## src/ep_pkg.sv

```systemverilog
// --------------------------------------------------------------------------
// Endpoint register block definitions
// Local-link widths, register map, TLP header layouts and the register
// write and interrupt configuration bundles shared by all blocks
// --------------------------------------------------------------------------
package ep_pkg;

    // ----------------------------------------------------------------------
    // Widths and timing
    // ----------------------------------------------------------------------
    localparam int TRN_DATA_W = 64;                    // Local-link data
    localparam int TRN_REM_W  = 8;                     // Byte-valid remainder
    localparam int BAR_HIT_W  = 7;
    localparam int REG_ADDR_W = 4;                     // Doubleword index
    localparam int TIME_W     = 32;

    localparam logic [TIME_W-1:0] NS_PER_SEC = 32'd1_000_000_000;
    localparam int unsigned NS_PER_TICK_DEF  = 4;      // 250 MHz trn_clk

    localparam int REG_BAR_IDX = 2;                    // Register BAR hit bit
    localparam int NUM_IRQ_SRC = 2;                    // Receive, transmit

    // ----------------------------------------------------------------------
    // Register map, index taken from address bits 5:2
    // ----------------------------------------------------------------------
    localparam logic [REG_ADDR_W-1:0] REG_INT_EN     = 4'd0;
    localparam logic [REG_ADDR_W-1:0] REG_INT_PERIOD = 4'd1;
    localparam logic [REG_ADDR_W-1:0] REG_TIME_NSECS = 4'd2;
    localparam logic [REG_ADDR_W-1:0] REG_TIME_SECS  = 4'd3;
    localparam logic [REG_ADDR_W-1:0] REG_TS_EN      = 4'd4;
    localparam logic [REG_ADDR_W-1:0] REG_RX_RESEND  = 4'd5;
    localparam logic [REG_ADDR_W-1:0] REG_TX_RESEND  = 4'd6;

    // Memory write fmt/type bytes
    localparam logic [7:0] FMT_MWR_3DW = 8'h40;
    localparam logic [7:0] FMT_MWR_4DW = 8'h60;

    typedef struct packed {
        logic [7:0]  fmt_type;
        logic [13:0] tc_attr;                          // TC, TD, EP, attr, reserved
        logic [9:0]  length;                           // In doublewords
    } tlp_dw0_t;

    typedef struct packed {
        logic [31:0] addr;
        logic [31:0] data;
    } mwr32_qw_t;

    typedef struct packed {
        logic [31:0] addr_hi;
        logic [31:0] addr_lo;
    } mwr64_qw_t;

    // Second beat, layout depends on header size
    typedef union packed {
        mwr32_qw_t mwr32;
        mwr64_qw_t mwr64;
    } tlp_qw1_u;

    typedef struct packed {
        logic                  valid;
        logic [REG_ADDR_W-1:0] idx;
        logic [31:0]           data;
    } reg_wr_t;

    typedef struct packed {
        logic        en;
        logic [31:0] period;                           // Moderation, in cycles
    } int_cfg_t;

endpackage

```

## src/interrupt_ctrl.sv

```systemverilog
// --------------------------------------------------------------------------
// Interrupt control registers
// Global interrupt enable and moderation period, written by the host
// --------------------------------------------------------------------------
`timescale 1ns/100ps

module interrupt_ctrl import ep_pkg::*; (
    input  logic     trn_clk,
    input  logic     arst_n,
    input  reg_wr_t  reg_wr,
    output int_cfg_t int_cfg
);

    always_ff @(posedge trn_clk or negedge arst_n) begin
        if (!arst_n) begin
            int_cfg <= '0;                          // Disabled, period 0
        end else if (reg_wr.valid) begin
            if (reg_wr.idx == REG_INT_EN) begin
                int_cfg.en <= reg_wr.data[0];
            end
            if (reg_wr.idx == REG_INT_PERIOD) begin
                int_cfg.period <= reg_wr.data;      // Cycles between interrupts
            end
        end
    end

endmodule

```

## config.mk

```make
export PLATFORM = sky130hd
export DESIGN_NAME = interrupt_ctrl
export DESIGN_NICKNAME = d
export VERILOG_FILES = /design/src/ep_pkg.sv /design/src/interrupt_ctrl.sv
export SDC_FILE = /design/constraint.sdc
export NUM_CORES = 1
export LEC_CHECK = 0
export BUFFER_PORTS_ARGS = -buffer_cell sky130_fd_sc_hd__buf_2
export CAP_MARGIN = 20
export CORE_MARGIN = 5
export CORE_UTILIZATION = 44
export DETAILED_ROUTE_END_ITERATION = 10
export PLACE_DENSITY = 0.78
export SETUP_SLACK_MARGIN = 0.5
export SYNTH_ARGS = -nofsm -noshare
export SYNTH_HDL_FRONTEND = slang
export SYNTH_SLANG_ARGS = --single-unit
```

## constraint.sdc

```tcl
create_clock -name trn_clk -period 1.05 [get_ports trn_clk]
set_clock_uncertainty 0.05 [all_clocks]
set_input_delay 0.105 -clock trn_clk [delete_from_list [all_inputs] [get_ports trn_clk]]
set_output_delay 0.105 -clock trn_clk [all_outputs]
set_load 0.01 [all_outputs]
```

==> impl_metrics.json, run 1 <==
{
  "clk_latency_ns": 0.32,
  "max_stage_delay_ns": 0.41,
  "htreeDepth": 2,
  "antenna_found_initial": 0,
  "preCtsSetupSlack_ns": -0.2655,
  "syn_avg_cell_area_um2": 19.17,
  "worstSetupPathType": "flip-flop to output pin",
  "grt-ovfl-total": 0,
  "boundaryPins": 72,
  "cts_buffers": 5,
  "routed-via-count": 968,
  "first_global_vias": 1024,
  "critPathTopFamily": "flip-flops",
  "crit_fanout": 2,
  "worst_pin_slew_ns": 0.2505,
  "violations": "hold timing",
  "drc": 0,
  "dpl.cell_count": 187,
  "start_util_pct": 45.58,
  "syn_area_mm2": 0.001380,
  "coreArea_mm2": 0.003028,
  "status": "complete, but fails checks",
  "antenna_cells": 0,
  "netlist_instances": 72,
  "ir_worst_vdd_uv": 1117,
  "drive_gt1_share_pct": 79.53,
  "largest_register_ffs": 33,
  "seq_area_um2": 825.8,
  "finalNonFillerCells": 215,
  "rsz0062_at_grt": "true",
  "dp_hpwl_mm": 2.224,
  "vias_per_cell": 4.502,
  "finalMaxSlewViolations": 0,
  "grt_pass1_wl_mm": 4.705,
  "hold_path_class": "input port to async pin",
  "track_usage_pct": 14.60,
  "timing.fmax_mhz": 966.3,
  "fin_hold_ws_ns": -0.4150,
  "grt_max_degree": 25,
  "power_density_mw_per_mm2": 1817,
  "clk_pin_slew_ns": 0.09,
  "relSlewSlack_pct": 83.30,
  "place_congestion": 0.7003,
  "crit_required_ns": 0.89,
  "path_cells": "buf_2",
  "maxCapViolCount": 0,
  "hold_viol_final": 66,
  "first_iter_violations": 17,
  "final_util_pct": 68.80,
  "dieHeight_um": 66.01,
  "synth_cell_types": 7,
  "ys_seq_area_share_pct": 59.84,
  "die_x_um": 66.01,
  "detail_route.first_pass.iterations": 4,
  "cp_slowest_cell": "dfrtp_1",
  "endpoint_kind": "output pin",
  "top_regs": "int_cfg (33)",
  "root_buffer": "clkbuf_4",
  "crit_buf_inv": 1,
  "synth_seq_cells": 33,
  "routedWlPerCell_um": 15.10,
  "p_leak_nw": 1.202,
  "yosysWarnings": 0,
  "finalCriticalPeriod_ns": 1.035,
  "netlist.area_leader.share_pct": 59.84,
  "top_register": "int_cfg",
  "synthesis.nets": 111,
  "crit_arrival_ns": 0.88,
  "fin_crit_sh_pct": 98.56,
  "area_growth_pct": 50.95,
  "rows": 20,
  "clockBufferDepth": 2,
  "synthTopCellsByArea": "dfrtp_1 (60%), mux2_4 (33%), buf_6 (2.4%)",
  "setup_ws_ns": 0.01508,
  "cts.sinks": 33,
  "drt-total-wl_mm": 3.247,
  "antenna_left": 0,
  "critPathLaunchType": "flip-flop",
  "nNetsFinal": 210,
  "yosys.area.top_type": "dfrtp_1",
  "multi_input_area_um2": 528.0,
  "setup_viol": 0,
  "num-fill-cells": 212,
  "cts_tree": "built",
  "io_buffers": 71,
  "dieArea_mm2": 0.004357
}
==> through the flow <==
step / instance area, µm² / hold slack, ns / power (mW) / TNS (ns)
2_1_floorplan: 1380 / -0.2406 / 2.310 / -3.145
3_3_place_gp: 1817 / -0.07009 / 2.756 / -7.692
3_5_place_dp: 1817 / -0.06109 / 2.795 / -8.137
4_1_cts: 1984 / -0.4249 / 3.700 / 0
5_1_grt: 2083 / -0.4111 / 3.988 / -0.1646
6_report: 2083 / -0.4150 / 3.785 / 0
==> power by group <==
group / switching [mW] / internal, mW / total (mW)
clock: 0.395 / 0.316 / 0.711
combinational: 0.469 / 0.876 / 1.34
sequential: 0.165 / 1.57 / 1.73
total: 1.03 / 2.76 / 3.79
==> cells in the mapped netlist <==
library cell  instances
mux2_4               30
mux2_2                3
nand2b_1              1
buf_6                 3
nand2_2               1
nor4b_4               1
dfrtp_1              33
==> metal layers <==
metal | routed length (µm) | global-route usage [%]
met1 | 1354 | 18.16
met2 | 1632 | 23.53
met3 | 229 | 4.932
met4 | 29 | 5.330
met5 | 0 | 0
==> placed cells by master, fill, tap and decap left out, types with 3 or more instances in the layout <==
cell type	Yosys	layout
buf_12	0	3
clkbuf_4	0	5
buf_2	0	67
buf_4	0	19
buf_6	3	5
dfrtp_1	33	33
mux2_4	30	32
==> final timing paths <==
kind / slack, ns / depth (start not counted) / end / start
worst max-delay path: 0.02 / 1 / int_cfg[5] / int_cfg[5]$_DFFE_PN0P_
worst min-delay path: -0.42 / 1 / int_cfg[1]$_DFFE_PN0P_ / arst_n
worst max register to register: 0.10 / 2 / int_cfg[22]$_DFFE_PN0P_ / int_cfg[22]$_DFFE_PN0P_
worst min register to register: 0.47 / 1 / int_cfg[32]$_DFFE_PN0P_ / int_cfg[32]$_DFFE_PN0P_
max in group asynchronous: 0.97 / 2 / int_cfg[15]$_DFFE_PN0P_ / arst_n
min in group trn_clk: -0.05 / 2 / int_cfg[11]$_DFFE_PN0P_ / reg_wr[11]
==> cell type report <==
class                      instances  share of cell area (%)
sequential                        33                   39.64
timing repair buffer              95                   29.73
multi-input combinational         36                   25.35
clock buffer                       7                   2.643
tap                               44                   2.643
==> repair_timing <==
action / 4_1_cts / 5_1_grt
endpoints found under the setup margin: 66 / 66
hold endpoints to repair: 66 / 66
setup buffers: 15 / 5
gates cloned: 0 / 1
resized for setup: 0 / 7
==> logic make-up (layout without fill, tap and decap cells) <==
family                 after synthesis  after routing  share of synthesized area (%)
DFF                                 33             33                          59.84
and+or+nand+nor                      3              3                          2.630
muxes                               33             33                          35.09
buffers and inverters                3            102                          2.448
No activity file was read; power rests on OpenSTA's default activity.
==> run 2, diff against run 1 <==
- ABC_AREA: unset -> 1
- CORE_UTILIZATION: 44 -> 45
- PLACE_DENSITY: 0.78 -> 0.79
==> impl_metrics.json, run 2 <==
{
  "status": "complete, but fails checks",
  "violations": "hold timing",
  "reg2regPathDepth": 4,
  "yosys.area_share.simple_pct": 35.25,
  "ys_seq_area_share_pct": 57.44,
  "synth_mux_area_share_pct": 0,
  "cts.sinks": 33,
  "root_buffer": "clkbuf_4",
  "worstSetupPathType": "flip-flop to output pin",
  "synth_edf_count": 0,
  "max_stage_delay_ns": 0.40,
  "place_congestion": 0.7323,
  "antenna_left": 0,
  "yosys-top-cells-count": "nand2_1 (67), dfrtp_1 (33), nand4_1 (33)",
  "use_met1_pct": 23.92,
  "cts_buffers": 5,
  "first_global_vias": 1335,
  "yosys_most_used_dff": "dfrtp_1",
  "synth_seq_cells": 33,
  "timing.fmax_mhz": 966.2,
  "path_cells": "buf_2",
  "rsz0062_at_grt": "true",
  "synth_cell_types": 12,
  "syn_area_mm2": 0.001438,
  "area_growth_pct": 55.53,
  "synth_xor_area_share_pct": 0,
  "htreeDepth": 2,
  "final_util_pct": 73.24,
  "syn_avg_cell_area_um2": 9.335,
  "grtUsageMet2_pct": 29.86,
  "largest_register_ffs": 33,
  "layout_common_cells": "buf_2 (69), nand2_1 (48), nand4_1 (33), dfrtp_1 (33), buf_6 (21)",
  "relSlewSlack_pct": 76.26,
  "routedWlPerCell_um": 13.58,
  "synth_compound_area_share_pct": 0,
  "maxCapViolCount": 0,
  "netlist_instances": 154,
  "nNetsFinal": 290,
  "io_buffers": 71,
  "ir_worst_vdd_uv": 1058,
  "setup_viol": 0,
  "synthesis.nets": 193,
  "synthTopCellsByArea": "dfrtp_1 (57%), nand2_1 (17%), nand4_1 (14%)",
  "clockBufferDepth": 2,
  "track_usage_pct": 18.75,
  "timing.rr.start": "int_cfg[17]$_DFFE_PN0P_",
  "top_register": "int_cfg",
  "finalCriticalPeriod_ns": 1.035,
  "hold_path_class": "input port to async pin",
  "crit_arrival_ns": 0.88,
  "worst_pin_slew_ns": 0.3560,
  "synth_top_family_by_area": "simple AND/OR/NAND/NOR gates",
  "fin_crit_sh_pct": 98.57,
  "crit_required_ns": 0.89,
  "clk_latency_ns": 0.32,
  "async_flop_share_pct": 100.0,
  "p_leak_nw": 1.258,
  "layout_commonest_cell": "buf_2",
  "top_regs": "int_cfg (33)",
  "drt-total-wl_mm": 4.007,
  "dieHeight_um": 66.52,
  "grt-ovfl-total": 0,
  "first_iter_violations": 107,
  "yosys.area.top_type": "dfrtp_1",
  "rows": 20,
  "yosysMostFrequentCell": "nand2_1",
  "start_util_pct": 47.09,
  "grt.busiest_layer": "met2",
  "clk_pin_slew_ns": 0.10,
  "critPathLaunchType": "flip-flop",
  "routed-via-count": 1461,
  "hold_viol_final": 62,
  "drive_gt1_share_pct": 52.59,
  "detail_route.first_pass.iterations": 4,
  "finalMaxSlewViolations": 0,
  "cts_tree": "built",
  "antenna_found_initial": 0,
  "coreArea_mm2": 0.003053,
  "stdcell_area_mm2": 0.002236,
  "r2r-end": "int_cfg[17]$_DFFE_PN0P_",
  "crit_buf_inv": 1,
  "fin_hold_ws_ns": -0.3781,
  "synth_fa_ha_area_share_pct": 0,
  "yosysWarnings": 0,
  "endpoint_kind": "output pin",
  "grt_pass1_wl_mm": 6.154,
  "boundaryPins": 72,
  "cp_slowest_cell": "dfrtp_1",
  "drc": 0,
  "dieArea_mm2": 0.004425,
  "antenna_cells": 0,
  "post_dp_cell_area_mm2": 0.001864,
  "netlist.area_leader.share_pct": 57.44,
  "crit_fanout": 2,
  "grtUsageMet3_pct": 4.722,
  "dp_hpwl_mm": 2.675,
  "grt_max_degree": 33,
  "r2r_slack_ns": 0.17,
  "die_x_um": 66.52,
  "critPathTopFamily": "flip-flops",
  "vias_per_cell": 4.953,
  "power_density_mw_per_mm2": 1658
}
## run 2: cell types whose count changed after synthesis, moves of 2 or more
cell	before	now
buf_2	0	6
nand4_1	0	33
nor2_4	0	2
mux2_4	30	0
buf_4	0	4
nand2_1	0	67
mux2_2	3	0
inv_1	0	2
## run 2: repair_timing
action | 4_1_cts | 5_1_grt
pin swaps | 5 | 7
endpoints found under the setup margin | 66 | 66
endpoints found under the hold margin | 66 | 64
resized for setup | 8 | 33
setup buffers | 15 | 9
## run 2: per-layer routing
| layer | vias to the layer above | share of wire [%] |
|---|---|---|
| met2 | 56 | 51 |
| li1 | 712 | - |
| met3 | 5 | 7.6 |
| met4 | 0 | 1.3 |
| met5 | - | 0 |
| met1 | 688 | 40 |
## run 2: cell families after synthesis
logic type / count (synthesis)
buf+inv: 16
flops: 33
simple gates: 105
## run 2: layout make-up
cell class              instances  area [µm²]
repair buffers                103       729.5
well taps                      44       55.05
fillers                       260       817.0
multi-input cells             105       559.3
flip-flops and latches         33       825.8
inverters                       3       11.26
clock buffers                   7       55.05
## run 2: power by group
part	switching [mW]	internal, mW
Sequential	0.157	1.53
Clock	0.397	0.316
Combinational	0.584	0.725
Total	1.14	2.57
## run 2: metrics by stage
stage | setup WS, ns | TNS [ns] | power, mW | std cells | hold slack (ns)
after floorplan | 0.2513 | 0 | 2.082 | 154 | -0.2406
after global placement | 0.1237 | 0 | 2.517 | 264 | -0.01984
after detailed placement | 0.09271 | 0 | 2.541 | 264 | -0.01705
after CTS | 0.01142 | 0 | 3.444 | 286 | -0.3819
after global routing | -0.03851 | -0.5413 | 3.942 | 295 | -0.3695
final | 0.01505 | 0 | 3.708 | 295 | -0.3781
## run 2: worst max path at each step
stage | depth (start not counted) | start | slack (ns) | endpoint
finish | 1 | int_cfg[9]$_DFFE_PN0P_ | 0.02 | int_cfg[9]
global route | 1 | int_cfg[23]$_DFFE_PN0P_ | -0.04 | int_cfg[23]
CTS | 1 | int_cfg[14]$_DFFE_PN0P_ | 0.01 | int_cfg[14]
detailed placement | 6 | reg_wr[35] | 0.09 | int_cfg[14]$_DFFE_PN0P_
global placement | 6 | reg_wr[35] | 0.12 | int_cfg[2]$_DFFE_PN0P_
floorplan | 5 | reg_wr[35] | 0.25 | int_cfg[0]$_DFFE_PN0P_
