===== src/ep_pkg.sv =====
// --------------------------------------------------------------------------
// Endpoint register block definitions
// Local-link widths, register map, TLP header layouts and the register
// write and interrupt configuration bundles shared by all blocks
// --------------------------------------------------------------------------
package ep_pkg;

    // ----------------------------------------------------------------------
    // Widths and timing
    // ----------------------------------------------------------------------
    localparam int TRN_DATA_W = 64;                    // Local-link data
    localparam int TRN_REM_W  = 8;                     // Byte-valid remainder
    localparam int BAR_HIT_W  = 7;
    localparam int REG_ADDR_W = 4;                     // Doubleword index
    localparam int TIME_W     = 32;

    localparam logic [TIME_W-1:0] NS_PER_SEC = 32'd1_000_000_000;
    localparam int unsigned NS_PER_TICK_DEF  = 4;      // 250 MHz trn_clk

    localparam int REG_BAR_IDX = 2;                    // Register BAR hit bit
    localparam int NUM_IRQ_SRC = 2;                    // Receive, transmit

    // ----------------------------------------------------------------------
    // Register map, index taken from address bits 5:2
    // ----------------------------------------------------------------------
    localparam logic [REG_ADDR_W-1:0] REG_INT_EN     = 4'd0;
    localparam logic [REG_ADDR_W-1:0] REG_INT_PERIOD = 4'd1;
    localparam logic [REG_ADDR_W-1:0] REG_TIME_NSECS = 4'd2;
    localparam logic [REG_ADDR_W-1:0] REG_TIME_SECS  = 4'd3;
    localparam logic [REG_ADDR_W-1:0] REG_TS_EN      = 4'd4;
    localparam logic [REG_ADDR_W-1:0] REG_RX_RESEND  = 4'd5;
    localparam logic [REG_ADDR_W-1:0] REG_TX_RESEND  = 4'd6;

    // Memory write fmt/type bytes
    localparam logic [7:0] FMT_MWR_3DW = 8'h40;
    localparam logic [7:0] FMT_MWR_4DW = 8'h60;

    typedef struct packed {
        logic [7:0]  fmt_type;
        logic [13:0] tc_attr;                          // TC, TD, EP, attr, reserved
        logic [9:0]  length;                           // In doublewords
    } tlp_dw0_t;

    typedef struct packed {
        logic [31:0] addr;
        logic [31:0] data;
    } mwr32_qw_t;

    typedef struct packed {
        logic [31:0] addr_hi;
        logic [31:0] addr_lo;
    } mwr64_qw_t;

    // Second beat, layout depends on header size
    typedef union packed {
        mwr32_qw_t mwr32;
        mwr64_qw_t mwr64;
    } tlp_qw1_u;

    typedef struct packed {
        logic                  valid;
        logic [REG_ADDR_W-1:0] idx;
        logic [31:0]           data;
    } reg_wr_t;

    typedef struct packed {
        logic        en;
        logic [31:0] period;                           // Moderation, in cycles
    } int_cfg_t;

endpackage


===== src/trn_wr_decoder.sv =====
// --------------------------------------------------------------------------
// Receive local-link write decoder
// Picks single-doubleword memory writes to the register BAR out of the
// TLP stream and turns them into one-cycle register write strobes
// --------------------------------------------------------------------------
`timescale 1ns/100ps

module trn_wr_decoder import ep_pkg::*; (
    input  logic                  trn_clk,
    input  logic                  arst_n,
    input  logic [TRN_DATA_W-1:0] trn_rd,
    input  logic [TRN_REM_W-1:0]  trn_rrem,        // Byte valid, FF or F0 on EOF
    input  logic                  trn_rsof_n,
    input  logic                  trn_reof_n,
    input  logic                  trn_rsrc_rdy_n,
    input  logic [BAR_HIT_W-1:0]  trn_rbar_hit_n,
    output reg_wr_t               reg_wr
);

    typedef enum logic [1:0] {
        S_IDLE,                                     // Between packets
        S_HDR,                                      // Header rejected, drain to EOF
        S_ADDR,                                     // Beat 1 expected
        S_DATA                                      // Beat 2 of 4DW write
    } dec_state_t;

    dec_state_t            state;
    logic                  beat;
    logic                  hdr_ok;
    logic                  is_4dw;
    logic                  wr_valid;
    logic [REG_ADDR_W-1:0] wr_idx;
    logic [31:0]           wr_data;
    tlp_dw0_t              dw0;
    tlp_qw1_u              qw1;

    assign beat = ~trn_rsrc_rdy_n;
    assign dw0  = trn_rd[63:32];                    // First header DW sits high
    assign qw1  = trn_rd;

    // Memory write, one DW, register BAR, more beats to come
    assign hdr_ok = (dw0.fmt_type == FMT_MWR_3DW || dw0.fmt_type == FMT_MWR_4DW)
                    && dw0.length == 10'd1
                    && ~trn_rbar_hit_n[REG_BAR_IDX]
                    && trn_reof_n;

    always_ff @(posedge trn_clk or negedge arst_n) begin
        if (!arst_n) begin
            state    <= S_IDLE;
            is_4dw   <= 1'b0;
            wr_valid <= 1'b0;
        end else begin
            wr_valid <= 1'b0;                       // Strobe by default
            if (beat) begin
                case (state)
                    S_IDLE: if (!trn_rsof_n && trn_reof_n) begin
                        state  <= hdr_ok ? S_ADDR : S_HDR;
                        is_4dw <= dw0.fmt_type == FMT_MWR_4DW;
                    end
                    S_ADDR: if (!trn_reof_n) begin
                        state    <= S_IDLE;
                        wr_valid <= ~is_4dw & (&trn_rrem[3:0]); // Data DW in low half
                    end else begin
                        state <= is_4dw ? S_DATA : S_HDR;
                    end
                    S_DATA: if (!trn_reof_n) begin
                        state    <= S_IDLE;
                        wr_valid <= &trn_rrem[7:4];         // Data DW in high half
                    end else begin
                        state <= S_HDR;                     // Too long, drop it
                    end
                    default: if (!trn_reof_n) begin
                        state <= S_IDLE;
                    end
                endcase
            end
        end
    end

    // Index and data, no byte swap
    always_ff @(posedge trn_clk) begin
        if (beat && state == S_ADDR) begin
            wr_idx  <= is_4dw ? qw1.mwr64.addr_lo[5:2] : qw1.mwr32.addr[5:2];
            wr_data <= qw1.mwr32.data;
        end else if (beat && state == S_DATA) begin
            wr_data <= trn_rd[63:32];
        end
    end

    assign reg_wr = '{valid: wr_valid, idx: wr_idx, data: wr_data};

    // A new frame must not start before the previous one ended
    sof_in_packet: assert property (@(posedge trn_clk) disable iff (!arst_n)
        beat && state != S_IDLE |-> trn_rsof_n);

endmodule

===== config.mk =====
export PLATFORM = sky130hd
export DESIGN_NAME = trn_wr_decoder
export DESIGN_NICKNAME = d
export VERILOG_FILES = /design/src/ep_pkg.sv /design/src/trn_wr_decoder.sv
export SDC_FILE = /design/constraint.sdc
export NUM_CORES = 1
export LEC_CHECK = 0
export BUFFER_PORTS_ARGS = -buffer_cell sky130_fd_sc_hd__buf_2
export CAP_MARGIN = 20
export CORE_ASPECT_RATIO = 1.1
export CORE_MARGIN = 8
export CORE_UTILIZATION = 42
export CTS_CLUSTER_SIZE = 12
export DETAILED_ROUTE_END_ITERATION = 8
export GPL_TIMING_DRIVEN = 0
export PLACE_DENSITY = 0.86
export SKIP_LAST_GASP = 1
export SYNTH_ARGS = -nofsm -noshare
export SYNTH_HDL_FRONTEND = slang
export SYNTH_SLANG_ARGS = --single-unit

===== constraint.sdc =====
create_clock -name trn_clk -period 3.2 [get_ports trn_clk]
set_clock_uncertainty 0.15 [all_clocks]
set_input_delay 0.32 -clock trn_clk [delete_from_list [all_inputs] [get_ports trn_clk]]
set_output_delay 0.32 -clock trn_clk [all_outputs]
set_load 0.02 [all_outputs]

==> flow_metrics.tcl, run 1 <==
set metrics [dict create \
    synth-seq-cells 40 \
    synth_top_family_by_area "multiplexers" \
    synthMuxAreaShare_pct 21.7 \
    cts_max_path_buffers 2 \
    clock_sinks 40 \
    hold_path_class "input port to register" \
    routed_wl_um 4930 \
    numCtsBuffers 5 \
    grt_use_total_pct 14.6 \
    postSynth.asyncResetShare_pct 10.0 \
    die_h_um 86.0 \
    first_pass_iters 4 \
    antenna_found_initial 0 \
    syn_area_per_cell_um2 15.6 \
    setup_viol 0 \
    synth_most_common_cell "edfxtp_1" \
    period_minus_slack_ns 2.32 \
    ys.flop_type "edfxtp_1" \
    yosysTopAreaCell "edfxtp_1" \
    final_core_util_pct 60.9 \
    clock_latency_ns 0.29 \
    synth-adder-area-share_pct 2.67 \
    yosys.area.top_type_share_pct 57.8 \
    synthCells 120 \
    num_vias 1467 \
    clkSlewWorstSetupHoldPaths_ns 0.08 \
    h-tree-depth 2 \
    synth_edf_count 36 \
    status "finished clean" \
    critPathRequiredTime_ns 3.09 \
    cts_tree "done" \
    p_sw_share_pct 34.5 \
    synth_cell_types 26 \
    synth-compound-area-share_pct 2.07 \
    relSlewSlack_pct 39.0 \
    yosysWarningCount 0 \
    power_leakage_uw 0.00113 \
    drtAntennaViolNets 0 \
    hold-path-endpoint "wr_valid$_DFF_PN0_" \
    area_growth_pct 39.4 \
    hold_start "trn_reof_n" \
    p_comb_share_pct 37.1 \
    path_max_fanout 13 \
    period_share_pct 72.6 \
    drc 0 \
    yosysSeqAreaShare_pct 63.1 \
    synthTopCellsByArea "edfxtp_1 58%, mux2_2 20%, dfrtp_1 5.3%" \
    gp_congestion 0.858 \
    die_area_um2 6850 \
    wl_per_cell_um 16.6 \
    synth_simple_gate_area_share_pct 8.29 \
    holdWs_ns 0.113 \
    final_area_um2 2610 \
    pin_count 121 \
    n_fill_cell 370 \
    dp_hpwl_um 3950 \
    synthesis.area_um2 1870 \
    layout-drive-gt1-share_pct 66.3 \
    rsz0062_at_grt "false" \
    r2r-end "wr_data[11]$_DFFE_PP_" \
    postPlaceCellArea_um2 2520 \
    reg2reg_slack_ns 0.88 \
    cp-start-kind "register" \
    cap_violations 0 \
    p_switching_uw 613 \
    p_clk_share_pct 18.0 \
    max_freq_mhz 431 \
    synth-xor-area-share_pct 0 \
    post_drt_via_cell_ratio 4.94 \
    crit_type "register to register" \
    antenna-diode-count 0 \
    critPathMaxStageDelay_ns 0.43 \
    slew_violations 0 \
    final-hold-violation-count 0 \
    nNetsFinal 330 \
    cp-end-kind "register" \
    drt-initial-drc-count 52 \
    worstPathCellList "inv_1 > ha_1 > nor2b_1 > clkbuf_1 > buf_2 > mux2_2" \
    min_path_cells 2 \
    p_per_area_nw_per_um2 681 \
    grt_pass1_wl_um 7800 \
    ys_top_cells_by_count "36 x edfxtp_1, 34 x mux2_2" \
    p_int_uw 1160 \
    grt_pass1_vias 1638 \
    r2r_start "state[0]$_DFFE_PN0P_" \
    reg2regPathDepth 6 \
    overflow 0 \
    clockRootBuffer "clkbuf_8" \
    start_util_pct 43.7 \
    num_rows 25 \
    core_um2 4290 \
    port_buffers 114 \
    cp.arrival_ns 2.21 \
    syn-num-nets 208 \
    tightest_slew_ns 0.913 \
    p_seq_share_pct 44.8 \
    vdd_drop_max_mv 0.385 \
    cp_slowest_cell "dfrtp_1" \
    die_w_um 79.7 \
    grt_max_degree 33 \
]
repair_timing:
item / CTS / global route
resized for setup: 0 / 0
hold buffers: 1 / 0
hold endpoints to repair: 4 / 0
endpoints found under the setup margin: 0 / 0
buffers inserted: 0 / 0
worst max path at each step:
stage	start	endpoint	slack (ns)
after detailed placement	state[0]$_DFFE_PN0P_	wr_data[15]$_DFFE_PP_	0.89
final	state[0]$_DFFE_PN0P_	wr_data[11]$_DFFE_PP_	0.88
after CTS	state[0]$_DFFE_PN0P_	wr_data[15]$_DFFE_PP_	0.87
after global routing	state[0]$_DFFE_PN0P_	wr_data[14]$_DFFE_PP_	0.70
after global placement	state[0]$_DFFE_PN0P_	wr_data[13]$_DFFE_PP_	-0.18
after floorplan	state[0]$_DFFE_PN0P_	wr_data[0]$_DFFE_PP_	0.54
worst max-delay path, delay by kind of cell, from the launching register on:
family / cells / cell delay (ns)
fa+ha+maj: 1 / 0.24
mux: 1 / 0.38
simple gates: 1 / 0.15
flops: 1 / 0.43
buf+inv: 3 / 0.72
cells in the final DEF (no fill, tap or decap), types with 2 or more instances in the layout:
cell type	synthesis	layout
mux2_2	34	34
mux2_1	2	2
nor3_1	2	2
ha_1	4	4
nor4_1	2	2
nor2b_1	4	4
inv_1	3	3
clkbuf_8	0	5
nor2_1	4	3
buf_2	3	117
nand2_1	3	3
nand3_1	2	2
a31oi_1	3	3
edfxtp_1	36	36
clkbuf_1	2	2
nor3b_1	2	2
dfrtp_1	4	4
clkinv_2	0	2
registers in the layout, indices dropped and copies added (netlist names):
register / flops
is_4dw: 1
wr_idx: 4
state: 2
wr_valid: 1
wr_data: 32
per-stage QoR:
stage | total power (µW) | worst slack [ns] | std cells | TNS, ns
2_1_floorplan | 1240 | 0.542 | 120 | 0
3_3_place_gp | 1450 | -0.185 | 288 | -5.87
3_5_place_dp | 1480 | 0.891 | 288 | 0
4_1_cts | 1800 | 0.870 | 297 | 0
5_1_grt | 1890 | 0.704 | 297 | 0
6_report | 1780 | 0.878 | 297 | 0
logic make-up after synthesis:
family / Yosys count
muxes: 36
buffers and inverters: 9
and+or+nand+nor: 25
DFF: 40
AOI/OAI and AO/OA: 6
adders and majority gates: 4
layer usage:
| metal | track usage (%) | routed length (µm) | up-vias | part of all wire [%] |
|---|---|---|---|---|
| met5 | 0 | 0 | - | 0 |
| met4 | 6.91 | 135 | 0 | 2.7 |
| met3 | 6.17 | 479 | 12 | 9.7 |
| met2 | 24.6 | 2490 | 72 | 51 |
| met1 | 15.2 | 1820 | 678 | 37 |
| li1 | - | - | 705 | - |
final cells by class:
class / instances / area, µm² / area share, %
buffer: 6 / 30.0 / 1.15
clock buffer: 5 / 68.8 / 2.64
clock inverter: 3 / 13.8 / 0.527
inverter: 3 / 11.3 / 0.431
multi-input combinational: 71 / 657 / 25.2
sequential: 40 / 1180 / 45.3
tap: 54 / 67.6 / 2.59
timing repair buffer: 115 / 581 / 22.2
power by group through the flow:
| stage | Clock (µW) | Combinational [µW] | Sequential, µW |
|---|---|---|---|
| detailed placement | 0 | 670 | 809 |
| finish | 321 | 660 | 797 |
| global route | 357 | 722 | 811 |
| global placement | 0 | 644 | 809 |
| floorplan | 0 | 294 | 947 |
| CTS | 331 | 674 | 798 |
Power figures use the tool's default switching activity.
==> run 2, diff against run 1 <==
--- a/config.mk
+++ b/config.mk
@@ -9,11 +9,11 @@
 export CAP_MARGIN = 20
 export CORE_ASPECT_RATIO = 1.1
 export CORE_MARGIN = 8
-export CORE_UTILIZATION = 42
+export CORE_UTILIZATION = 38
 export CTS_CLUSTER_SIZE = 12
 export DETAILED_ROUTE_END_ITERATION = 8
 export GPL_TIMING_DRIVEN = 0
-export PLACE_DENSITY = 0.86
+export PLACE_DENSITY = 0.82
 export SKIP_LAST_GASP = 1
 export SYNTH_ARGS = -nofsm -noshare
 export SYNTH_HDL_FRONTEND = slang
==> constraint.sdc (replaced) <==
create_clock -name trn_clk -period 2.1 [get_ports trn_clk]
set_clock_uncertainty 0.15 [all_clocks]
set_input_delay 0.21 -clock trn_clk [delete_from_list [all_inputs] [get_ports trn_clk]]
set_output_delay 0.21 -clock trn_clk [all_outputs]
set_load 0.02 [all_outputs]
==> run 2 against run 1 <==
Net effect: cell count grew 3.4%; non-clock buffer count grew 5; sequential share of layout area shrank 1.6 points; utilization shrank 5.3 points; register-to-register slack lost 0.78 ns; fmax grew 16%; sequential power grew 53%; critical path depth is the same; critical endpoint is now wr_data[30]$_DFFE_PP_.
==> flow_metrics.tcl, run 2 (same netlist as run 1, synthesis figures left out) <==
set metrics [dict create \
    status "finished clean" \
    clkSlewWorstSetupHoldPaths_ns 0.08 \
    antenna_found_initial 0 \
    clock_sinks 40 \
    gp_congestion 0.817 \
    num_rows 27 \
    crit_type "register to register" \
    cts_max_path_buffers 2 \
    first_pass_iters 4 \
    die_area_um2 7430 \
    regMostFlops "wr_data" \
    slew_violations 0 \
    p_per_area_nw_per_um2 1060 \
    layout_commonest_cell "buf_2" \
    pin_count 121 \
    worstPathCellList "inv_1 > ha_4 > nor2b_1 > buf_4 > buf_6 > mux2_2" \
    r2r-end "wr_data[30]$_DFFE_PP_" \
    grt_use_total_pct 14.3 \
    critPathRequiredTime_ns 1.99 \
    period_share_pct 95.3 \
    overflow 0 \
    post-place-ws_ns -0.229 \
    post_drt_via_cell_ratio 4.90 \
    reg2reg_slack_ns 0.1 \
    period_minus_slack_ns 2.00 \
    clockRootBuffer "clkbuf_8" \
    relSlewSlack_pct 65.2 \
    cp.arrival_ns 1.89 \
    routed_wl_um 5440 \
    grt_max_degree 17 \
    cp-end-kind "register" \
    die_h_um 89.6 \
    final_core_util_pct 55.6 \
    cp.buffers_inverters 3 \
    final_cell_mix "114 x buf_2, 36 x edfxtp_1, 34 x mux2_2" \
    start_util_pct 38.5 \
    max_freq_mhz 500 \
    critical-path-top-delay-family "buffers and inverters" \
    cap_violations 0 \
    crit_start "state[0]$_DFFE_PN0P_" \
    wl_per_cell_um 17.7 \
    numCtsBuffers 5 \
    tightest_slew_ns 0.520 \
    drtAntennaViolNets 0 \
    cp-start-kind "register" \
    fin_ws_ns 0.0981 \
    clock_latency_ns 0.29 \
    num_vias 1504 \
    largest_reg_flops 32 \
    area_growth_pct 44.5 \
    cts_tree "done" \
    holdWs_ns 0.0264 \
    core_um2 4860 \
    die_w_um 82.9 \
    critPathMaxStageDelay_ns 0.43 \
    layout-drive-gt1-share_pct 67.5 \
    worstSetupEndpoint "wr_data[30]$_DFFE_PP_" \
    h-tree-depth 2 \
    port_buffers 114 \
    grt_pass1_vias 1688 \
    final-hold-violation-count 0 \
    power_leakage_uw 0.00117 \
    top_regs "wr_data: 32 flops, wr_idx: 4 flops, state: 2 flops" \
    antenna-diode-count 0 \
    setup_viol 0 \
    hold_path_class "input port to register" \
    dp_hpwl_um 4080 \
    cp.depth 6 \
    vdd_drop_max_mv 0.551 \
    path_max_fanout 10 \
    drt-initial-drc-count 60 \
    r2r_start "state[0]$_DFFE_PN0P_" \
    nNetsFinal 336 \
    reg2regPathDepth 6 \
    drc 0 \
    grt_pass1_wl_um 8270 \
    setup_tns_ns 0 \
    cp_slowest_cell "dfrtp_1" \
]
-- run 2: cell count changes in the layout (fill, tap and decap cells not counted), sizes merged --
cell         change
clkbuf           -1
buf              +5
nor2             +1
dlygate4sd3      +1
-- run 2: area by class of cell --
class / instances / area (µm²)
multi-input combinational: 72 / 681
fill: 418 / 2160
inverter: 3 / 11.3
clock buffer: 5 / 68.8
tap: 58 / 72.6
sequential: 40 / 1180
timing repair buffer: 120 / 621
buffer: 6 / 56.3
clock inverter: 3 / 13.8
-- run 2: worst min path at each step --
stage                     from  cells after the start                  to  slack (ns)
floorplan               arst_n                      0  is_4dw$_DFFE_PN0P_       -0.24
global placement        arst_n                      1  wr_valid$_DFF_PN0_       -0.13
detailed placement      arst_n                      1  wr_valid$_DFF_PN0_       -0.13
CTS                 trn_rd[61]                      3  is_4dw$_DFFE_PN0P_        0.03
global route        trn_rd[61]                      3  is_4dw$_DFFE_PN0P_        0.03
finish              trn_rd[61]                      3  is_4dw$_DFFE_PN0P_        0.03
-- run 2: per-stage QoR --
step           cells  instance area [µm²]  total power [µW]
6_report         307                 2710              2850
5_1_grt          307                 2710              3000
4_1_cts          303                 2660              2800
3_5_place_dp     292                 2520              2260
3_3_place_gp     292                 2520              2220
2_1_floorplan    120                 1880              1900
-- run 2: timing repair --
action                                 CTS  global route
cloned                                   1             0
gates resized for setup                  8             6
setup endpoints to repair               61            29
pin swaps                                1             0
endpoints found under the hold margin    5             0
hold buffers                             2             0
buffers inserted                         0             4
-- run 2: worst min-delay path, cell delays in order --
cell	delay (ns)
buf_2	0.11
nand2_1	0.05
o22ai_1	0.06
-- run 2: metal layers --
metal  vias to the layer above  track usage [%]  share of wire [%]
li1                        716                -                  -
met1                       694             13.6                 37
met2                        82             25.9                 51
met3                        12             5.42                8.7
met4                         0             8.95                3.2
met5                         -                0                  0
-- run 2: power breakdown --
part           total [µW]  switching (µW)  internal, µW
clock                 507             281           226
combinational        1130             657           475
sequential           1220            69.5          1150
total                2850            1010          1850
