## config.mk

```make
export PLATFORM = sky130hd
export DESIGN_NAME = irq_moderator
export DESIGN_NICKNAME = d
export VERILOG_FILES = /design/src/ep_pkg.sv /design/src/irq_moderator.sv
export SDC_FILE = /design/constraint.sdc
export NUM_CORES = 1
export LEC_CHECK = 0
export CELL_PAD_IN_SITES_DETAIL_PLACEMENT = 0
export CELL_PAD_IN_SITES_GLOBAL_PLACEMENT = 1
export CORE_UTILIZATION = 39
export CTS_CLUSTER_DIAMETER = 30
export DETAILED_ROUTE_END_ITERATION = 10
export DONT_BUFFER_PORTS = 1
export PLACE_DENSITY_LB_ADDON = 0.15
export SETUP_SLACK_MARGIN = 0.05
export SLEW_MARGIN = 15
export SYNTH_ARGS = -nofsm -noshare
export SYNTH_HDL_FRONTEND = slang
export SYNTH_SLANG_ARGS = --single-unit
```

## constraint.sdc

```tcl
create_clock -name trn_clk -period 5.25 [get_ports trn_clk]
set_input_delay 0.7875 -clock trn_clk [delete_from_list [all_inputs] [get_ports trn_clk]]
set_output_delay 0.7875 -clock trn_clk [all_outputs]
set_load 0.03 [all_outputs]
```

## src/ep_pkg.sv

```systemverilog
// --------------------------------------------------------------------------
// Endpoint register block definitions
// Local-link widths, register map, TLP header layouts and the register
// write and interrupt configuration bundles shared by all blocks
// --------------------------------------------------------------------------
package ep_pkg;

    // ----------------------------------------------------------------------
    // Widths and timing
    // ----------------------------------------------------------------------
    localparam int TRN_DATA_W = 64;                    // Local-link data
    localparam int TRN_REM_W  = 8;                     // Byte-valid remainder
    localparam int BAR_HIT_W  = 7;
    localparam int REG_ADDR_W = 4;                     // Doubleword index
    localparam int TIME_W     = 32;

    localparam logic [TIME_W-1:0] NS_PER_SEC = 32'd1_000_000_000;
    localparam int unsigned NS_PER_TICK_DEF  = 4;      // 250 MHz trn_clk

    localparam int REG_BAR_IDX = 2;                    // Register BAR hit bit
    localparam int NUM_IRQ_SRC = 2;                    // Receive, transmit

    // ----------------------------------------------------------------------
    // Register map, index taken from address bits 5:2
    // ----------------------------------------------------------------------
    localparam logic [REG_ADDR_W-1:0] REG_INT_EN     = 4'd0;
    localparam logic [REG_ADDR_W-1:0] REG_INT_PERIOD = 4'd1;
    localparam logic [REG_ADDR_W-1:0] REG_TIME_NSECS = 4'd2;
    localparam logic [REG_ADDR_W-1:0] REG_TIME_SECS  = 4'd3;
    localparam logic [REG_ADDR_W-1:0] REG_TS_EN      = 4'd4;
    localparam logic [REG_ADDR_W-1:0] REG_RX_RESEND  = 4'd5;
    localparam logic [REG_ADDR_W-1:0] REG_TX_RESEND  = 4'd6;

    // Memory write fmt/type bytes
    localparam logic [7:0] FMT_MWR_3DW = 8'h40;
    localparam logic [7:0] FMT_MWR_4DW = 8'h60;

    typedef struct packed {
        logic [7:0]  fmt_type;
        logic [13:0] tc_attr;                          // TC, TD, EP, attr, reserved
        logic [9:0]  length;                           // In doublewords
    } tlp_dw0_t;

    typedef struct packed {
        logic [31:0] addr;
        logic [31:0] data;
    } mwr32_qw_t;

    typedef struct packed {
        logic [31:0] addr_hi;
        logic [31:0] addr_lo;
    } mwr64_qw_t;

    // Second beat, layout depends on header size
    typedef union packed {
        mwr32_qw_t mwr32;
        mwr64_qw_t mwr64;
    } tlp_qw1_u;

    typedef struct packed {
        logic                  valid;
        logic [REG_ADDR_W-1:0] idx;
        logic [31:0]           data;
    } reg_wr_t;

    typedef struct packed {
        logic        en;
        logic [31:0] period;                           // Moderation, in cycles
    } int_cfg_t;

endpackage

```

## src/irq_moderator.sv

```systemverilog
// --------------------------------------------------------------------------
// Interrupt moderator, one per direction
// Events and resend writes set a pending flag, a request is raised once
// interrupts are enabled and the period has elapsed since the last grant
// --------------------------------------------------------------------------
`timescale 1ns/100ps

module irq_moderator import ep_pkg::*; #(
    parameter logic [REG_ADDR_W-1:0] RESEND_REG = REG_RX_RESEND
) (
    input  logic     trn_clk,
    input  logic     arst_n,
    input  reg_wr_t  reg_wr,
    input  int_cfg_t int_cfg,
    input  logic     event_pulse,
    input  logic     grant,
    output logic     request
);

    logic        pending;
    logic        set_pend;
    logic        period_met;
    logic [31:0] timer;                             // Cycles since last grant

    assign set_pend   = event_pulse || (reg_wr.valid && reg_wr.idx == RESEND_REG);
    assign period_met = timer >= int_cfg.period;

    always_ff @(posedge trn_clk or negedge arst_n) begin
        if (!arst_n) begin
            pending <= 1'b0;
            timer   <= '0;
            request <= 1'b0;
        end else begin
            pending <= set_pend | (pending & ~grant);   // New event survives grant
            if (grant) begin
                timer   <= '0;                      // Moderation window restarts
                request <= 1'b0;
            end else begin
                if (timer != '1) begin
                    timer <= timer + 1'b1;          // Saturates
                end
                if (pending && int_cfg.en && period_met) begin
                    request <= 1'b1;                // Held until granted
                end
            end
        end
    end

    req_held: assert property (@(posedge trn_clk) disable iff (!arst_n)
        $fell(request) |-> $past(grant));

endmodule

```

==> results of run 1 <==
==> metal layers <==
metal	wire, um	GRT usage [%]	part of all wire, %
met1	3210	26.0	54
met2	2560	27.6	43
met3	140	3.24	2.4
met4	32	4.16	0.54
met5	0	0	0
==> registers in the layout, indices dropped and copies added, names as in the netlist <==
name and count:
timer 32, request 1, pending 1
==> cell usage in the layout, fill, tap and decap left out, drive strengths merged, types with 2 or more instances in the layout <==
| cell | instances |
|---|---|
| inv | 37 |
| dfrtp | 34 |
| ha | 33 |
| a21oi | 26 |
| o21ai | 20 |
| nor2 | 20 |
| or3 | 17 |
| nand4 | 16 |
| nand2 | 15 |
| nand3 | 11 |
| nor3 | 9 |
| clkbuf | 8 |
| o21a | 6 |
| and4 | 4 |
| o31ai | 4 |
| and3 | 4 |
| nor2b | 4 |
| mux2 | 4 |
| xor2 | 4 |
| or4 | 4 |
| or2 | 2 |
| xnor2 | 2 |
| a2111o | 2 |
| and2 | 2 |
| a211o | 2 |
| o211ai | 2 |
| a311o | 2 |
| a221oi | 2 |
| a211oi | 2 |
| a21o | 2 |
==> kinds of logic (layout without fill, tap and decap cells) <==
family	Yosys count	count (layout)
compound gates	77	77
xor+xnor	6	6
fa+ha+maj	33	33
buf+inv	47	46
flops	34	34
mux	4	4
simple gates	112	112
==> power breakdown <==
part | switching, uW | total [uW] | internal [uW]
registers | 2.27 | 267 | 264
logic | 15.0 | 28.4 | 13.4
clock network | 98.3 | 231 | 133
==> worst paths after layout <==
| path | slack, ns | end | from | depth (start not counted) |
|---|---|---|---|---|
| max | 2.60 | timer[31] | timer[3] | 5 |
| min | 0.19 | timer[11] | arst_n | 0 |
| max reg2reg | 2.60 | timer[31] | timer[3] | 5 |
| min reg2reg | 0.49 | pending | pending | 2 |
| max in group asynchronous | 4.98 | timer[27] | arst_n | 0 |
| min in group trn_clk | 0.49 | pending | pending | 2 |
==> area by class of cell <==
class	count	area, sq um
Sequential cell	34	851
Multi-Input combinational cell	232	1620
Inverter	37	139
Tap cell	77	96.3
Clock buffer	8	110
Fill cell	648	3640
Timing Repair Buffer	1	7.51
==> through the flow <==
step / hold WS [ns] / instances / power (uW)
floorplan: 0.461 / 313 / 298
global placement: 0.474 / 381 / 300
detailed placement: 0.480 / 381 / 301
CTS: 0.174 / 389 / 537
global route: 0.170 / 389 / 550
finish: 0.190 / 389 / 526
==> out/metrics.yaml, run 1 <==
synthesis:
  synth_cells: 313
  synth_area_sq_mm: 0.00265
  synth_seq_area_share_pct: 32.2
  synthArstFlopShare_pct: 100
  synth_fa_ha_area_share_pct: 15.6
  yosys_most_used_dff: "dfrtp_1"
  synthXorXnorAreaFrac_pct: 1.99
  avgSynthCellArea_sq_um: 8.45
  yosys_warnings: 0
  yosysMostFrequentCell: "inv_1"
  synth_cell_types: 44
  yosysTopAreaCell: "dfrtp_1"
  synth_compound_area_share_pct: 18.4
  synth_top_area_share_pct: 32.2
  synth.top_cells.by_area: "dfrtp_1, ha_1, inv_1"
  synth-edff-count: 0
  synthSimpleGateAreaFrac_pct: 23.4
  yosys_register_bits: 34
  syn-num-nets: 420
  synth_common_cells: "inv_1, dfrtp_1, ha_1"
  synth_top_family_by_area: "simple AND/OR/NAND/NOR gates"
  synth_mux_area_share_pct: 1.70
setup_path:
  crit_arrival_ns: 2.86
  critPathCaptureType: "register"
  cp_cell_sequence: "nand4_2 > or4_4 > a2111o_1 > or4_1 > a21oi_1"
  cp.required_ns: 5.46
  slowest_delay_ns: 0.60
  cp-start-kind: "register"
  cp_max_fo: 14
  crit_type: "reg2reg"
  path_buf_inv: 0
  cp_top_family: "simple AND/OR/NAND/NOR gates"
  cpMaxStageDelayCell: "a2111o_1"
placement:
  dpl_cell_area_sq_mm: 0.00271
  place_ws_ns: 2.60
  portBuffers: 0
  place_hpwl_um: 4400
  place.gp.congestion: 0.725
floorplanning:
  pin_count: 75
  die-area_sq_mm: 0.00712
  floorplan.initialDensity_pct: 41.0
  core.rowCount: 29
  fp.coreArea_sq_mm: 0.00646
  dieHeight_um: 84.4
  dieWidth_um: 84.4
clock_network:
  clock_path_buffers: 2
  cts_resized: 0
  root_buffer: "clkbuf_8"
  htree_levels: 2
  clkTransAtPathRegs_ns: 0.07
  worstSkewPairLatency_ns: 0.28
  numCtsBuffers: 5
  hold_buffers: 0
  cts_tree: "yes"
  numClockSinks: 34
  cts_setup_buffers: 0
global_route:
  grt_pass1_vias: 2070
  grt_use_total_pct: 17.9
  grt-ovfl-total: 0
  grt_max_degree: 39
  grt_pass1_wl_um: 10200
  antenna_found_initial: 0
sta:
  hold_violations: 0
  finalClockSkew_ns: 0.00590
  slew_violations: 0
  tns_ns: 0
  slew_headroom_pct: 60.7
  finalCriticalPeriod_ns: 2.65
  setup_viol: 0
  clock.fmax_mhz: 377
  rsz0062_at_grt: "false"
  setup_slack_ns: 2.60
  post-route-period-util_pct: 50.5
  worst_pin_slew_ns: 0.587
final_layout:
  final_cell_area_sq_mm: 0.00282
  area_delta_synth_final_pct: 6.62
  drive_gt1_share_pct: 5.45
  antenna_cells: 0
  final_core_util_pct: 43.7
  final_nets: 418
route:
  remaining_drc_errors: 2
  ant_nets: 0
  vias: 2195
  drtIter0Drc: 76
  wirelength_um: 5940
  vias_per_cell: 5.64
  wl_per_cell_um: 15.3
  first_pass_iters: 7
status:
  violations: "DRC"
  status: "finished with violations"
pwr:
  leakage_uw: 0.00129
  peakVddDrop_mv: 0.0764
  p_per_area_mw_per_mm2: 186
hold_path:
  hold_class: "in2async"
flow_run:
  drv_cap: 0
(Power assumes the default switching activity.)
==> inputs of run 2 (changes only) <==
==> constraint.sdc (replaced) <==
create_clock -name trn_clk -period 2.2 [get_ports trn_clk]
set_input_delay 0.33 -clock trn_clk [delete_from_list [all_inputs] [get_ports trn_clk]]
set_output_delay 0.33 -clock trn_clk [all_outputs]
set_load 0.03 [all_outputs]
==> run 2 against run 1 <==
The run still ends with DRC left. Power increased by 130%. Register-to-register slack worse by 2.5 ns. Sequential share of layout area decreased by 3.3 points. Global-route usage increased by 0.22 points. Highest routed layer unchanged.
==> out/metrics.yaml, run 2 (synthesis gave the netlist of run 1 again) <==
route:
  vias: 2375
  drtIter0Drc: 123
  ant_nets: 0
  wl_per_cell_um: 14.9
  remaining_drc_errors: 3
  wirelength_um: 6280
  vias_per_cell: 5.63
  first_pass_iters: 7
setup_path:
  cp-start-kind: "register"
  reg2reg_to: "timer[19]"
  crit_path_start: "timer[12]"
  cp_max_fo: 8
  reg2reg_from: "timer[12]"
  critPathCaptureType: "register"
  worst_r2r_path_depth: 6
  r2r_slack_ns: 0.05
  crit_arrival_ns: 2.37
  crit_type: "reg2reg"
  cp.required_ns: 2.42
  cp-endpoint: "timer[19]"
pwr:
  p_sw_uw: 284
  leakage_uw: 0.00147
  power_frac_seq_pct: 52.6
  peakVddDrop_mv: 0.215
  p_comb_share_pct: 7.7
  p_per_area_mw_per_mm2: 382
  p_int_uw: 925
  switching_share_pct: 23.5
  clock_power_share_pct: 39.7
clock_network:
  cts_tree: "yes"
  worstSkewPairLatency_ns: 0.29
  htree_levels: 2
  clock_path_buffers: 2
  root_buffer: "clkbuf_8"
  numCtsBuffers: 5
  clkTransAtPathRegs_ns: 0.07
  numClockSinks: 34
final_layout:
  final_cell_mix: "inv_1, dfrtp_1, ha_1, buf_4, a21oi_1"
  multi_input_area_sq_mm: 0.00170
  fillCellCount: 647
  regMostFlops: "timer"
  final_common_cell: "inv_1"
  drive_gt1_share_pct: 19.1
  seq_area_sq_um: 851
  final_core_util_pct: 49.0
  stdcell_count: 422
  largestRegisters: "timer: 32 flops, pending: 1 flops, request: 1 flops"
  largest_reg_flops: 32
  area_delta_synth_final_pct: 19.7
  final_nets: 451
  antenna_cells: 0
global_route:
  grt-ovfl-total: 0
  grt_pass1_wl_um: 10300
  grt_max_degree: 39
  grt_pass1_vias: 2154
  antenna_found_initial: 0
  grt_use_total_pct: 18.1
placement:
  portBuffers: 0
  dp_cells: 401
  place.gp.congestion: 0.776
  place_hpwl_um: 4620
flow_run:
  drv_cap: 0
floorplanning:
  core.rowCount: 29
  pin_count: 75
  fp.coreArea_sq_mm: 0.00646
  floorplan.initialDensity_pct: 41.0
  dieHeight_um: 84.4
  die-area_sq_mm: 0.00712
  dieWidth_um: 84.4
sta:
  setup_viol: 0
  post-route-period-util_pct: 97.8
  slew_violations: 0
  slew_headroom_pct: 72.4
  worst_pin_slew_ns: 0.409
  clock.fmax_mhz: 465
  rsz0062_at_grt: "true"
  hold_violations: 0
  finalClockSkew_ns: 0.00615
  finalCriticalPeriod_ns: 2.15
status:
  violations: "DRC"
  status: "finished with violations"
hold_path:
  hold_class: "in2reg"
[run 2: final cells by class]
| class | count | share of cell area, % |
|---|---|---|
| clock buffers | 7 | 2.73 |
| clock inverters | 1 | 0.158 |
| inverters | 37 | 4.39 |
| multi-input cells | 232 | 53.8 |
| flip-flops and latches | 34 | 26.9 |
| well taps | 77 | 3.04 |
| repair buffers | 34 | 9.01 |
[run 2: worst min path at each step]
stage	from	to	depth (start not counted)
floorplan	arst_n	pending	0
global placement	arst_n	timer[9]	0
detailed placement	arst_n	timer[9]	0
CTS	grant	timer[27]	1
global route	grant	timer[25]	1
finish	grant	timer[25]	1
[run 2: per-stage QoR]
stage	TNS [ns]	setup slack [ns]	hold slack (ns)	total power, uW	cell area, sq um
floorplan	0	0.0801	0.0344	712	2650
global placement	0	0.0459	0.0359	716	2860
detailed placement	0	0.0291	0.0358	718	2860
CTS	0	0.00659	0.0871	1230	2990
global route	-0.201	-0.0536	0.0696	1280	3170
finish	0	0.0484	0.0948	1210	3170
[run 2: metal layers]
layer | wire length, um | global-route usage [%] | vias up
li1 | - | - | 1215
met1 | 3160 | 26.2 | 1120
met2 | 2850 | 27.4 | 34
met4 | 67 | 5.08 | 0
met5 | 0 | 0 | -
met3 | 191 | 3.64 | 6
[run 2: critical path, stage by stage (launching register included)]
cell	delay, ns
dfrtp_1	0.41
nand4_1	0.11
or4_4	0.53
a2111o_1	0.44
buf_6	0.16
or3_4	0.32
a21oi_2	0.12
[run 2: what timing repair did]
action | CTS | global route
gates cloned | 0 | 1
buffers inserted | 0 | 10
pin swaps | 0 | 24
endpoints found under the setup margin | 7 | 22
endpoints found under the hold margin | 34 | 0
hold buffers | 2 | 0
resized for setup | 1 | 29
[run 2: power groups by stage]
stage | clock [uW] | combinational, uW | sequential [uW]
floorplan | 0 | 65.1 | 647
global placement | 0 | 67.7 | 648
detailed placement | 0 | 69.5 | 648
CTS | 504 | 89.2 | 636
global route | 535 | 113 | 636
finish | 480 | 93.7 | 636
==> inputs of run 3 (changes only) <==
==> constraint.sdc (replaced) <==
create_clock -name trn_clk -period 1.93 [get_ports trn_clk]
set_input_delay 0.2895 -clock trn_clk [delete_from_list [all_inputs] [get_ports trn_clk]]
set_output_delay 0.2895 -clock trn_clk [all_outputs]
set_load 0.03 [all_outputs]
==> run 3 against run 2 <==
The flow finishes with violations (DRC, setup timing). Worst setup slack worse by 0.22 ns. First-iteration DRC count up 8.9%. Hold slack worse by 0.041 ns. Critical endpoint is now timer[26]. Utilization up 8.1 points. Wire length up 8.6%. Highest routed layer unchanged. Fmax up 2.4%. Non-clock buffer count up 40.
==> out/metrics.yaml, run 3 (synthesis gave the netlist of run 1 again) <==
sta:
  hold_violations: 0
  finalCriticalPeriod_ns: 2.10
  post-route-period-util_pct: 109
  finalClockSkew_ns: 0.0101
  setup_slack_ns: -0.171
  setup_viol: 14
  clock.fmax_mhz: 476
  slew_violations: 0
  rsz0062_at_grt: "true"
  slew_headroom_pct: 73.3
  worst_pin_slew_ns: 0.399
flow_run:
  drv_cap: 0
final_layout:
  antenna_cells: 0
  seq_area_sq_um: 851
  multi_input_area_sq_mm: 0.00192
  final_cell_mix: "buf_4, inv_1, dfrtp_1, ha_1, a21oi_1"
  fillCellCount: 598
  largest_reg_flops: 32
  area_delta_synth_final_pct: 39.5
  final_nets: 491
  final_common_cell: "buf_4"
  regMostFlops: "timer"
  largestRegisters: "timer: 32 flops, pending: 1 flops, request: 1 flops"
  drive_gt1_share_pct: 34.3
status:
  status: "finished with violations"
  violations: "DRC, setup timing"
clock_network:
  numClockSinks: 34
  worstSkewPairLatency_ns: 0.29
  numCtsBuffers: 5
  root_buffer: "clkbuf_8"
  cts_tree: "yes"
  htree_levels: 2
  clkTransAtPathRegs_ns: 0.08
  clock_path_buffers: 2
placement:
  place_ws_ns: -0.213
  place.gp.congestion: 0.736
  portBuffers: 0
  place_hpwl_um: 4910
global_route:
  grt_use_total_pct: 20.9
  grt_use_met1_pct: 28.8
  grtUsageMet3_pct: 3.24
  grt_pass1_vias: 2580
  antenna_found_initial: 0
  use_met2_pct: 34.9
  grt_pass1_wl_um: 12000
  grt-ovfl-total: 0
  top_usage_layer: "met2"
  grt_max_degree: 39
setup_path:
  cp.required_ns: 2.15
  crit_type: "reg2reg"
  reg2reg_from: "timer[8]"
  cp-start-kind: "register"
  cpMaxStageDelayCell: "or4_4"
  worst_r2r_path_depth: 6
  r2r_slack_ns: -0.17
  reg2reg_to: "timer[26]"
  cp-endpoint: "timer[26]"
  slowest_delay_ns: 0.52
  crit_arrival_ns: 2.32
  cp_cell_sequence: "nand4_1 > or4_4 > a2111o_1 > buf_4 > or3_1 > a21oi_1"
  crit_path_start: "timer[8]"
  critPathCaptureType: "register"
  cp_max_fo: 4
floorplanning:
  fp.coreArea_sq_mm: 0.00646
  pin_count: 75
  dieWidth_um: 84.4
  core.rowCount: 29
  floorplan.initialDensity_pct: 41.0
  dieHeight_um: 84.4
  die-area_sq_mm: 0.00712
route:
  wl_per_cell_um: 14.8
  vias: 2584
  remaining_drc_errors: 3
  drtIter0Drc: 134
  wirelength_um: 6820
  ant_nets: 0
  first_pass_iters: 7
  vias_per_cell: 5.59
pwr:
  leakage_uw: 0.00173
  p_per_area_mw_per_mm2: 389
  peakVddDrop_mv: 0.294
  fin_total_pwr_uw: 1430
hold_path:
  hold_class: "in2reg"
run 3: through the flow:
| step | hold slack [ns] | area [sq um] | util, % | setup TNS (ns) | cells |
|---|---|---|---|---|---|
| 4_1_cts | 0.0448 | 3550 | 54.9 | -1.11 | 458 |
| 3_3_place_gp | -0.00463 | 3110 | 48.2 | -2.16 | 433 |
| 2_1_floorplan | -0.00609 | 2670 | - | -0.451 | 313 |
| 6_report | 0.0541 | 3690 | 57.1 | -1.24 | 462 |
| 5_1_grt | 0.0374 | 3690 | 57.1 | -2.98 | 462 |
| 3_5_place_dp | -0.00440 | 3110 | 48.2 | -2.61 | 433 |
run 3: where the power goes:
group	total, uW	switching [uW]	internal [uW]
combinational	141	74.2	67.2
sequential	723	4.38	718
clock	571	283	287
run 3: cell type report:
class	instances	share of cell area, %
multi-input combinational	232	52.1
sequential	34	23.1
timing repair buffer	74	15.9
inverter	37	3.76
tap	77	2.61
clock buffer	6	2.24
clock inverter	2	0.339
run 3: timing repair:
item,4_1_cts,5_1_grt
cloned,1,0
setup endpoints to repair,30,32
buffers inserted,14,4
resized for setup,37,25
hold endpoints to repair,34,0
hold buffers,2,0
pin swaps,22,16
run 3: routing by layer:
layer | share of wire, % | wire length [um] | vias up
li1 | - | - | 1296
met1 | 51 | 3460 | 1250
met2 | 47 | 3170 | 32
met3 | 1.9 | 129 | 6
met4 | 0.84 | 57 | 0
met5 | 0 | 0 | -
run 3: how the worst min path moves through the flow:
| stage | from | end | slack, ns | cells after the start |
|---|---|---|---|---|
| final | grant | timer[26] | 0.05 | 1 |
| after global routing | grant | timer[19] | 0.04 | 1 |
| after CTS | grant | timer[23] | 0.04 | 1 |
| after detailed placement | arst_n | timer[8] | -0.004 | 0 |
| after global placement | arst_n | timer[9] | -0.005 | 0 |
| after floorplan | arst_n | pending | -0.006 | 0 |
run 3: worst max-delay path, delay by kind of cell (launching register included):
family,cells,cell delay (ns)
AOI/OAI and AO/OA,2,0.58
buffers and inverters,1,0.16
DFF,1,0.35
and+or+nand+nor,3,0.93
